### src/source/lpPkg.sv
// Line printer shared definitions

package lpPkg;

   //////////////////////////////////////////////////
   // APB geometry
   //////////////////////////////////////////////////

   // Bus data width
   localparam int dataWidth = 16;

   // Bus address width
   localparam int addrWidth = 4;

   // Register byte addresses
   localparam logic [addrWidth-1:0] addrCsra = 4'd0;
   localparam logic [addrWidth-1:0] addrCsrb = 4'd4;

   //////////////////////////////////////////////////
   // Interrupt vectors
   //////////////////////////////////////////////////

   localparam logic [7:0] vecDone = 8'hB0;
   localparam logic [7:0] vecErr  = 8'hB4;

   //////////////////////////////////////////////////
   // CSRA bit positions
   //////////////////////////////////////////////////

   // Enables, writable and readable
   localparam int bitDoneIe = 0;
   localparam int bitErrIe  = 1;

   // Command bits, always read as zero
   localparam int bitInit   = 2;
   localparam int bitGo     = 3;

   // Status flags
   localparam int bitDone   = 8;
   localparam int bitErr    = 9;
   localparam int bitBusy   = 10;

   // Interrupt controller states
   typedef enum logic [2:0] {
      stateIdle     = 3'd0,
      stateActive   = 3'd1,
      stateVectRead = 3'd2,
      stateWait     = 3'd3,
      stateDone     = 3'd4
   } intrState;

endpackage

### src/source/lpIntr.sv
// Printer interrupt channel controller

`timescale 1ns/1ps

module lpIntr
   import lpPkg::*;
(
   input  logic clk,
   input  logic rst,
   input  logic lpInit,     // Controller initialize
   input  logic lpSetIrq,   // Event strobe
   input  logic lpIe,       // Interrupt enable
   input  logic lpIack,     // Acknowledge for this channel
   input  logic csraRead,   // CSRA read access
   output logic lpInt       // Interrupt request
);

   //////////////////////////////////////////////////
   // State register
   //////////////////////////////////////////////////

   intrState state;

   // Request drops once the acknowledge ends
   // Retrigger only after CSRA has been read
   always_ff @(posedge clk)
   begin
      if (rst)
      begin
         state <= stateIdle;
      end
      else if (lpInit)
      begin
         // Init wins over any state
         state <= stateIdle;
      end
      else
      begin
         case (state)
            // Waiting for an enabled event
            stateIdle:
            begin
               if (lpSetIrq && lpIe)
                  state <= stateActive;
            end
            // Request up, waiting for acknowledge
            stateActive:
            begin
               if (lpIack)
                  state <= stateVectRead;
            end
            // Vector being read, hold until iack drops
            stateVectRead:
            begin
               if (!lpIack)
                  state <= stateWait;
            end
            // Waiting for a status read
            stateWait:
            begin
               if (csraRead)
                  state <= stateDone;
            end
            // Status read seen, wait for it to finish
            stateDone:
            begin
               if (!csraRead)
                  state <= stateIdle;
            end
            default:
            begin
               state <= stateIdle;
            end
         endcase
      end
   end

   //////////////////////////////////////////////////
   // Request output
   //////////////////////////////////////////////////

   // High while pending or being acknowledged
   assign lpInt = (state == stateActive) || (state == stateVectRead);

endmodule

### src/source/lpCsr.sv
// Printer control and status registers

`timescale 1ns/1ps

module lpCsr
   import lpPkg::*;
(
   input  logic                 clk,
   input  logic                 rst,
   // APB slave
   input  logic                 psel,
   input  logic                 penable,
   input  logic                 pwrite,
   input  logic [addrWidth-1:0] paddr,
   input  logic [dataWidth-1:0] pwdata,
   output logic [dataWidth-1:0] prdata,
   output logic                 pready,
   // Printer events
   input  logic                 printerDone,
   input  logic                 printerFault,
   input  logic [3:0]           faultCode,
   // To the interrupt controllers
   output logic                 doneSet,
   output logic                 errSet,
   output logic                 doneIe,
   output logic                 errIe,
   output logic                 lpInit,
   output logic                 csraRead
);

   //////////////////////////////////////////////////
   // Access decode
   //////////////////////////////////////////////////

   logic                 accessCycle;
   logic                 csraWrite;
   logic                 csrbRead;
   logic                 goWrite;
   logic                 doneFlag;
   logic                 errFlag;
   logic                 busyFlag;
   logic [3:0]           faultLatch;
   logic [dataWidth-1:0] csraValue;
   logic [dataWidth-1:0] csrbValue;

   // Second phase of an APB transfer
   assign accessCycle = psel && penable;

   assign csraWrite = accessCycle && pwrite && (paddr == addrCsra);
   assign csraRead  = accessCycle && !pwrite && (paddr == addrCsra);
   assign csrbRead  = accessCycle && !pwrite && (paddr == addrCsrb);

   // Command bits of a CSRA write
   assign goWrite = csraWrite && pwdata[bitGo];
   assign lpInit  = csraWrite && pwdata[bitInit];

   // No wait states
   assign pready = 1'b1;

   // Event strobes go straight to the controllers
   // Flags update on the same edge
   assign doneSet = printerDone;
   assign errSet  = printerFault;

   //////////////////////////////////////////////////
   // Enable bits
   //////////////////////////////////////////////////

   always_ff @(posedge clk)
   begin
      if (rst)
      begin
         doneIe <= 1'b0;
         errIe  <= 1'b0;
      end
      else if (csraWrite)
      begin
         doneIe <= pwdata[bitDoneIe];
         errIe  <= pwdata[bitErrIe];
      end
   end

   //////////////////////////////////////////////////
   // Status flags and fault code
   //////////////////////////////////////////////////

   always_ff @(posedge clk)
   begin
      if (rst)
      begin
         doneFlag   <= 1'b0;
         errFlag    <= 1'b0;
         busyFlag   <= 1'b0;
         faultLatch <= 4'd0;
      end
      else if (lpInit)
      begin
         // Init clears all status
         doneFlag   <= 1'b0;
         errFlag    <= 1'b0;
         busyFlag   <= 1'b0;
         faultLatch <= 4'd0;
      end
      else
      begin
         // Status read clears the event flags
         if (csraRead)
         begin
            doneFlag <= 1'b0;
            errFlag  <= 1'b0;
         end
         // Start of a print job
         if (goWrite)
            busyFlag <= 1'b1;
         // Events override the read clear
         if (printerDone)
         begin
            doneFlag <= 1'b1;
            busyFlag <= 1'b0;
         end
         if (printerFault)
         begin
            errFlag    <= 1'b1;
            busyFlag   <= 1'b0;
            faultLatch <= faultCode;
         end
      end
   end

   //////////////////////////////////////////////////
   // Read data
   //////////////////////////////////////////////////

   // CSRA image, init and go read as zero
   always_comb
   begin
      csraValue          = '0;
      csraValue[bitDoneIe] = doneIe;
      csraValue[bitErrIe]  = errIe;
      csraValue[bitDone]   = doneFlag;
      csraValue[bitErr]    = errFlag;
      csraValue[bitBusy]   = busyFlag;
   end

   // CSRB holds the last fault code
   assign csrbValue = {{(dataWidth-4){1'b0}}, faultLatch};

   // Zero outside a read access
   always_comb
   begin
      if (csraRead)
         prdata = csraValue;
      else if (csrbRead)
         prdata = csrbValue;
      else
         prdata = '0;
   end

endmodule

### src/source/lpIntArb.sv
// Printer interrupt combiner

`timescale 1ns/1ps

module lpIntArb
   import lpPkg::*;
(
   input  logic       clk,
   input  logic       rst,
   input  logic       doneInt,    // Completion channel request
   input  logic       errInt,     // Fault channel request
   input  logic       iack,       // Bus acknowledge
   output logic       intReq,
   output logic [7:0] intVector,
   output logic       ackDone,    // Acknowledge to completion channel
   output logic       ackErr      // Acknowledge to fault channel
);

   //////////////////////////////////////////////////
   // Acknowledge edge and grant
   //////////////////////////////////////////////////

   logic iackPrev;
   logic iackRise;
   logic grantErr;
   logic selErr;
   logic winnerErr;

   // First cycle of an acknowledge
   assign iackRise = iack && !iackPrev;

   always_ff @(posedge clk)
   begin
      if (rst)
      begin
         iackPrev <= 1'b0;
         grantErr <= 1'b0;
      end
      else
      begin
         iackPrev <= iack;
         // Fault has priority at grant time
         if (iackRise)
            grantErr <= errInt;
      end
   end

   // Live choice on the rising cycle, latched after
   assign selErr = iackRise ? errInt : grantErr;

   //////////////////////////////////////////////////
   // Request, vector and acknowledge routing
   //////////////////////////////////////////////////

   // Zero latency merge
   assign intReq = doneInt || errInt;

   // Granted channel during acknowledge
   // Otherwise the current priority winner
   assign winnerErr = iack ? selErr : errInt;

   always_comb
   begin
      if (!intReq)
         intVector = 8'h00;
      else if (winnerErr)
         intVector = vecErr;
      else
         intVector = vecDone;
   end

   // Only the granted channel sees iack
   assign ackErr  = iack && selErr;
   assign ackDone = iack && !selErr;

endmodule

### src/source/lpTop.sv
// Line printer interrupt front end

`timescale 1ns/1ps

module lpTop
   import lpPkg::*;
(
   input  logic                 clk,
   input  logic                 rst,
   // APB slave
   input  logic                 psel,
   input  logic                 penable,
   input  logic                 pwrite,
   input  logic [addrWidth-1:0] paddr,
   input  logic [dataWidth-1:0] pwdata,
   output logic [dataWidth-1:0] prdata,
   output logic                 pready,
   // Printer side
   input  logic                 printerDone,
   input  logic                 printerFault,
   input  logic [3:0]           faultCode,
   // Interrupt bus
   input  logic                 iack,
   output logic                 intReq,
   output logic [7:0]           intVector
);

   //////////////////////////////////////////////////
   // Internal nets
   //////////////////////////////////////////////////

   logic doneSet;
   logic errSet;
   logic doneIe;
   logic errIe;
   logic lpInit;
   logic csraRead;
   logic doneInt;
   logic errInt;
   logic ackDone;
   logic ackErr;

   // Register block
   lpCsr csr_i (
      .clk          (clk),
      .rst          (rst),
      .psel         (psel),
      .penable      (penable),
      .pwrite       (pwrite),
      .paddr        (paddr),
      .pwdata       (pwdata),
      .prdata       (prdata),
      .pready       (pready),
      .printerDone  (printerDone),
      .printerFault (printerFault),
      .faultCode    (faultCode),
      .doneSet      (doneSet),
      .errSet       (errSet),
      .doneIe       (doneIe),
      .errIe        (errIe),
      .lpInit       (lpInit),
      .csraRead     (csraRead)
   );

   // Completion channel
   lpIntr doneIntr_i (
      .clk      (clk),
      .rst      (rst),
      .lpInit   (lpInit),
      .lpSetIrq (doneSet),
      .lpIe     (doneIe),
      .lpIack   (ackDone),
      .csraRead (csraRead),
      .lpInt    (doneInt)
   );

   // Fault channel
   lpIntr errIntr_i (
      .clk      (clk),
      .rst      (rst),
      .lpInit   (lpInit),
      .lpSetIrq (errSet),
      .lpIe     (errIe),
      .lpIack   (ackErr),
      .csraRead (csraRead),
      .lpInt    (errInt)
   );

   // Merge to one bus request
   lpIntArb intArb_i (
      .clk       (clk),
      .rst       (rst),
      .doneInt   (doneInt),
      .errInt    (errInt),
      .iack      (iack),
      .intReq    (intReq),
      .intVector (intVector),
      .ackDone   (ackDone),
      .ackErr    (ackErr)
   );

endmodule

### config.mk
export PLATFORM = sky130hd
export DESIGN_NAME = lpTop
export DESIGN_NICKNAME = d
export VERILOG_FILES = /design/src/source/lpPkg.sv /design/src/source/lpIntr.sv /design/src/source/lpCsr.sv /design/src/source/lpIntArb.sv /design/src/source/lpTop.sv
export SDC_FILE = /design/constraint.sdc
export NUM_CORES = 1
export LEC_CHECK = 0
export BUFFER_PORTS_ARGS = -buffer_cell sky130_fd_sc_hd__buf_2
export CAP_MARGIN = 0
export CORE_ASPECT_RATIO = 0.75
export CORE_UTILIZATION = 48
export CTS_BUF_LIST = sky130_fd_sc_hd__clkbuf_4
export DETAILED_ROUTE_END_ITERATION = 16
export PLACE_DENSITY = 0.86
export SKIP_LAST_GASP = 1
export SLEW_MARGIN = 25
export SYNTH_ARGS = -nofsm -noshare
export SYNTH_HDL_FRONTEND = slang
export SYNTH_SLANG_ARGS = --single-unit
### constraint.sdc
create_clock -name clk -period 3.68 [get_ports clk]
set_input_delay 0.184 -clock clk [delete_from_list [all_inputs] [get_ports clk]]
set_output_delay 0.184 -clock clk [all_outputs]
set_load 0.05 [all_outputs]
==> metrics.txt <==
# TYPE chip_impl_metric gauge
chip_impl_metric{name="critPathBufInv",unit=""} 1
chip_impl_metric{name="timing.fmax",unit="GHz"} 0.541
chip_impl_metric{name="layout-area-overhead-vs-synth",unit="%"} 8.56
chip_impl_metric{name="cells_resized_by_post_cts_repair",unit=""} 0
chip_impl_metric{name="sequential_cell_area",unit="um^2"} 340
chip_impl_info{name="final_cell_mix",value="sky130_fd_sc_hd__buf_2, sky130_fd_sc_hd__nor2_1, sky130_fd_sc_hd__dfxtp_1"} 1
chip_impl_metric{name="grt_usage",unit="%"} 18.0
chip_impl_metric{name="fraction_of_final_layout_cells_with_drive_strength_greater_than_1",unit="%"} 26.2
chip_impl_metric{name="use_met3",unit="%"} 3.09
chip_impl_metric{name="path_max_fanout",unit=""} 8
chip_impl_info{name="critPathTopFamily",value="flip-flops"} 1
chip_impl_info{name="most_common_library_cell_in_the_layout_ignoring_fill_and_taps",value="sky130_fd_sc_hd__buf_2"} 1
chip_impl_metric{name="finalWorstSetupSlack",unit="ps"} 1830
chip_impl_metric{name="routed_via_density",unit=""} 5.24
chip_impl_info{name="timing.setup.critical_path_class",value="reg -> out"} 1
chip_impl_metric{name="timing.setup.tns",unit="ps"} 0
chip_impl_metric{name="core_area",unit="um^2"} 2010
chip_impl_metric{name="start_util",unit="%"} 50.8
chip_impl_metric{name="numCtsBuffers",unit=""} 3
chip_impl_metric{name="avgRoutedWirePerCell",unit="um"} 11.8
chip_impl_metric{name="utilization",unit="%"} 55.2
chip_impl_info{name="hold_path_class",value="in -> reg"} 1
chip_impl_metric{name="detail-route-antenna-nets",unit=""} 0
chip_impl_metric{name="ctsLongestPathBuffers",unit=""} 2
chip_impl_metric{name="row_count",unit=""} 14
chip_impl_metric{name="dr_total_vias",unit=""} 886
chip_impl_metric{name="clock_sink_count",unit=""} 17
chip_impl_metric{name="yosysWarningCount",unit=""} 0
chip_impl_info{name="unrepaired_setup_endpoints_after_global_routing",value="no"} 1
chip_impl_metric{name="yosys_register_bits",unit=""} 17
chip_impl_metric{name="drc_errors",unit=""} 0
chip_impl_metric{name="drtPass1Iterations",unit=""} 4
chip_impl_metric{name="syn-mean-instance-area",unit="um^2"} 8.46
chip_impl_metric{name="final_max_slew_viol_count",unit=""} 0
chip_impl_metric{name="syn_area",unit="um^2"} 1020
chip_impl_metric{name="p_leak",unit="nW"} 0.510
chip_impl_metric{name="synth_sequential_area_ratio",unit="%"} 33.3
chip_impl_metric{name="final_hold_viol_count",unit=""} 0
chip_impl_metric{name="critPathRequiredTime",unit="ps"} 3500
chip_impl_metric{name="grt_first_pass_wirelength",unit="um"} 3340
chip_impl_metric{name="grt_remaining_overflow",unit=""} 0
chip_impl_metric{name="place.port_buffers",unit=""} 31
chip_impl_metric{name="die_height",unit="um"} 42.0
chip_impl_info{name="critPathSlowestCell",value="sky130_fd_sc_hd__dfxtp_1"} 1
chip_impl_info{name="root_buffer",value="sky130_fd_sc_hd__clkbuf_4"} 1
chip_impl_metric{name="multi_input_comb_area",unit="um^2"} 547
chip_impl_metric{name="gate_count_after_technology_mapping",unit=""} 121
chip_impl_metric{name="horizontal_extent_of_the_die",unit="um"} 55.3
chip_impl_metric{name="final_net_count",unit=""} 178
chip_impl_metric{name="grt_use_met1",unit="%"} 21.9
chip_impl_metric{name="dp_slack",unit="ps"} 2040
chip_impl_metric{name="timing.final.crit_period",unit="ps"} 1850
chip_impl_info{name="crit_path_end_kind",value="output pin"} 1
chip_impl_metric{name="period_share",unit="%"} 50.2
chip_impl_info{name="run_status",value="complete, no violations"} 1
chip_impl_info{name="busiest_layer",value="met2"} 1
chip_impl_info{name="synthDominantAreaCellType",value="sky130_fd_sc_hd__dfxtp_1"} 1
chip_impl_metric{name="powerDensity",unit="nW/um^2"} 322
chip_impl_metric{name="detail_route.iter0.violations",unit=""} 12
chip_impl_metric{name="post_cts_hold_buffer_count",unit=""} 0
chip_impl_metric{name="place.detailed.hpwl",unit="um"} 1540
chip_impl_metric{name="number_of_different_library_cells_in_the_post_synthesis_netlist",unit=""} 32
chip_impl_metric{name="wl",unit="um"} 1990
chip_impl_metric{name="antenna_cells_inserted",unit=""} 0
chip_impl_info{name="tritoncts",value="built"} 1
chip_impl_metric{name="floorplan.die_area",unit="um^2"} 2320
chip_impl_metric{name="first_global_vias",unit=""} 805
chip_impl_metric{name="grt_start_max_net_pins",unit=""} 14
chip_impl_metric{name="max_cap_viol_count",unit=""} 0
chip_impl_metric{name="cp_data_arrival_time",unit="ps"} 1660
chip_impl_metric{name="report.final.setup_viol",unit=""} 0
chip_impl_metric{name="finalClockSkew",unit="ps"} 2.42
chip_impl_metric{name="reg2reg_slack",unit="ps"} 2370
chip_impl_metric{name="groute.layer.met2.usage",unit="%"} 30.8
chip_impl_metric{name="clk_latency",unit="ps"} 290
chip_impl_metric{name="place.gp.congestion",unit=""} 0.736
chip_impl_info{name="crit_path_start_kind",value="register"} 1
chip_impl_metric{name="grt_antenna_before_repair",unit=""} 0
chip_impl_metric{name="clk_transition_reported_paths",unit="ps"} 100
chip_impl_metric{name="cts_setup_buffers",unit=""} 0
chip_impl_metric{name="post-layout-total-power",unit="mW"} 0.358
chip_impl_metric{name="netlist.area_leader.share",unit="%"} 33.3
chip_impl_metric{name="htreeDepth",unit=""} 1
chip_impl_metric{name="ports",unit=""} 58
chip_impl_info{name="synth_area_leaders",value="sky130_fd_sc_hd__dfxtp_1, sky130_fd_sc_hd__buf_4, sky130_fd_sc_hd__mux2i_1"} 1
chip_impl_metric{name="vdd_drop_max",unit="mV"} 0.241
chip_impl_info{name="crit_chain",value="xnor2_1, o311a_1, nor2_1, buf_2"} 1
chip_impl_metric{name="layout.filler_cells",unit=""} 191
chip_impl_metric{name="cpPeakStageDelay",unit="ps"} 490
[cells in the mapped netlist, drive strengths merged]
library cell,n
a21oi,8
nor2,19
or3,1
a2111oi,1
a21boi,1
nand3,1
and3,2
a21o,1
o22ai,1
a31oi,2
nor3,3
conb,2
nor3b,2
nor4,2
o311a,1
nand2,3
nand3b,2
nor4b,1
and2,3
clkbuf,2
dfxtp,17
mux2i,9
nand4,1
inv,3
and4b,1
o21ai,3
xnor2,2
a211oi,4
buf,21
nor2b,2
[sequential cells by signal, indices dropped and copies added, names as in the netlist]
| signal | flops |
|---|---|
| csr_i.faultLatch | 4 |
| csr_i.errIe | 1 |
| csr_i.busyFlag | 1 |
| csr_i.errFlag | 1 |
| errIntr_i.state | 3 |
| intArb_i.grantErr | 1 |
| csr_i.doneIe | 1 |
| doneIntr_i.state | 3 |
| intArb_i.iackPrev | 1 |
| csr_i.doneFlag | 1 |
[layout make-up]
type | instances | area share, %
Tap cell | 24 | 2.70
Timing Repair Buffer | 31 | 14.0
Multi-Input combinational cell | 90 | 49.2
Clock inverter | 1 | 0.450
Sequential cell | 17 | 30.6
Clock buffer | 3 | 2.03
Inverter | 3 | 1.01
[per-stage QoR]
step	hold slack (ps)	area, um^2	std cells
2_1_floorplan	256	1070	133
3_3_place_gp	394	1080	165
3_5_place_dp	391	1080	165
4_1_cts	69.8	1110	169
5_1_grt	77.1	1110	169
6_report	81.6	1110	169
[path summary, 6_finish.rpt]
| kind | end | start | cells past startpoint |
|---|---|---|---|
| setup / recovery | intVector[2] | errIntr_i.state[1] | 4 |
| hold / removal | csr_i.busyFlag | printerDone | 2 |
| setup reg to reg | doneIntr_i.state[1] | errIntr_i.state[1] | 4 |
| hold reg to reg | csr_i.errFlag | csr_i.errFlag | 2 |
[power breakdown]
| group | switching [mW] | leakage, nW | internal (mW) | total (mW) |
|---|---|---|---|---|
| Clock | 0.0605 | 0.0177 | 0.0404 | 0.101 |
| Combinational | 0.0497 | 0.354 | 0.0158 | 0.0655 |
| Sequential | 0.00285 | 0.139 | 0.189 | 0.192 |
| Total | 0.113 | 0.510 | 0.245 | 0.358 |
[kinds of logic after synthesis]
logic type,Yosys count,share of synthesized area (%)
multiplexers,9,8.80
AND/OR/NAND/NOR,43,23.0
flip-flops,17,33.3
other,2,0.734
AO/OA/AOI/OAI,22,14.8
buffers and inverters,26,17.7
XOR/XNOR,2,1.71
[metal layers]
layer / vias to the layer above / wire, um
met5: - / 0
met4: 0 / 11
met3: 2 / 93
met2: 34 / 973
met1: 412 / 914
li1: 438 / -
(Power assumes the default switching activity.)
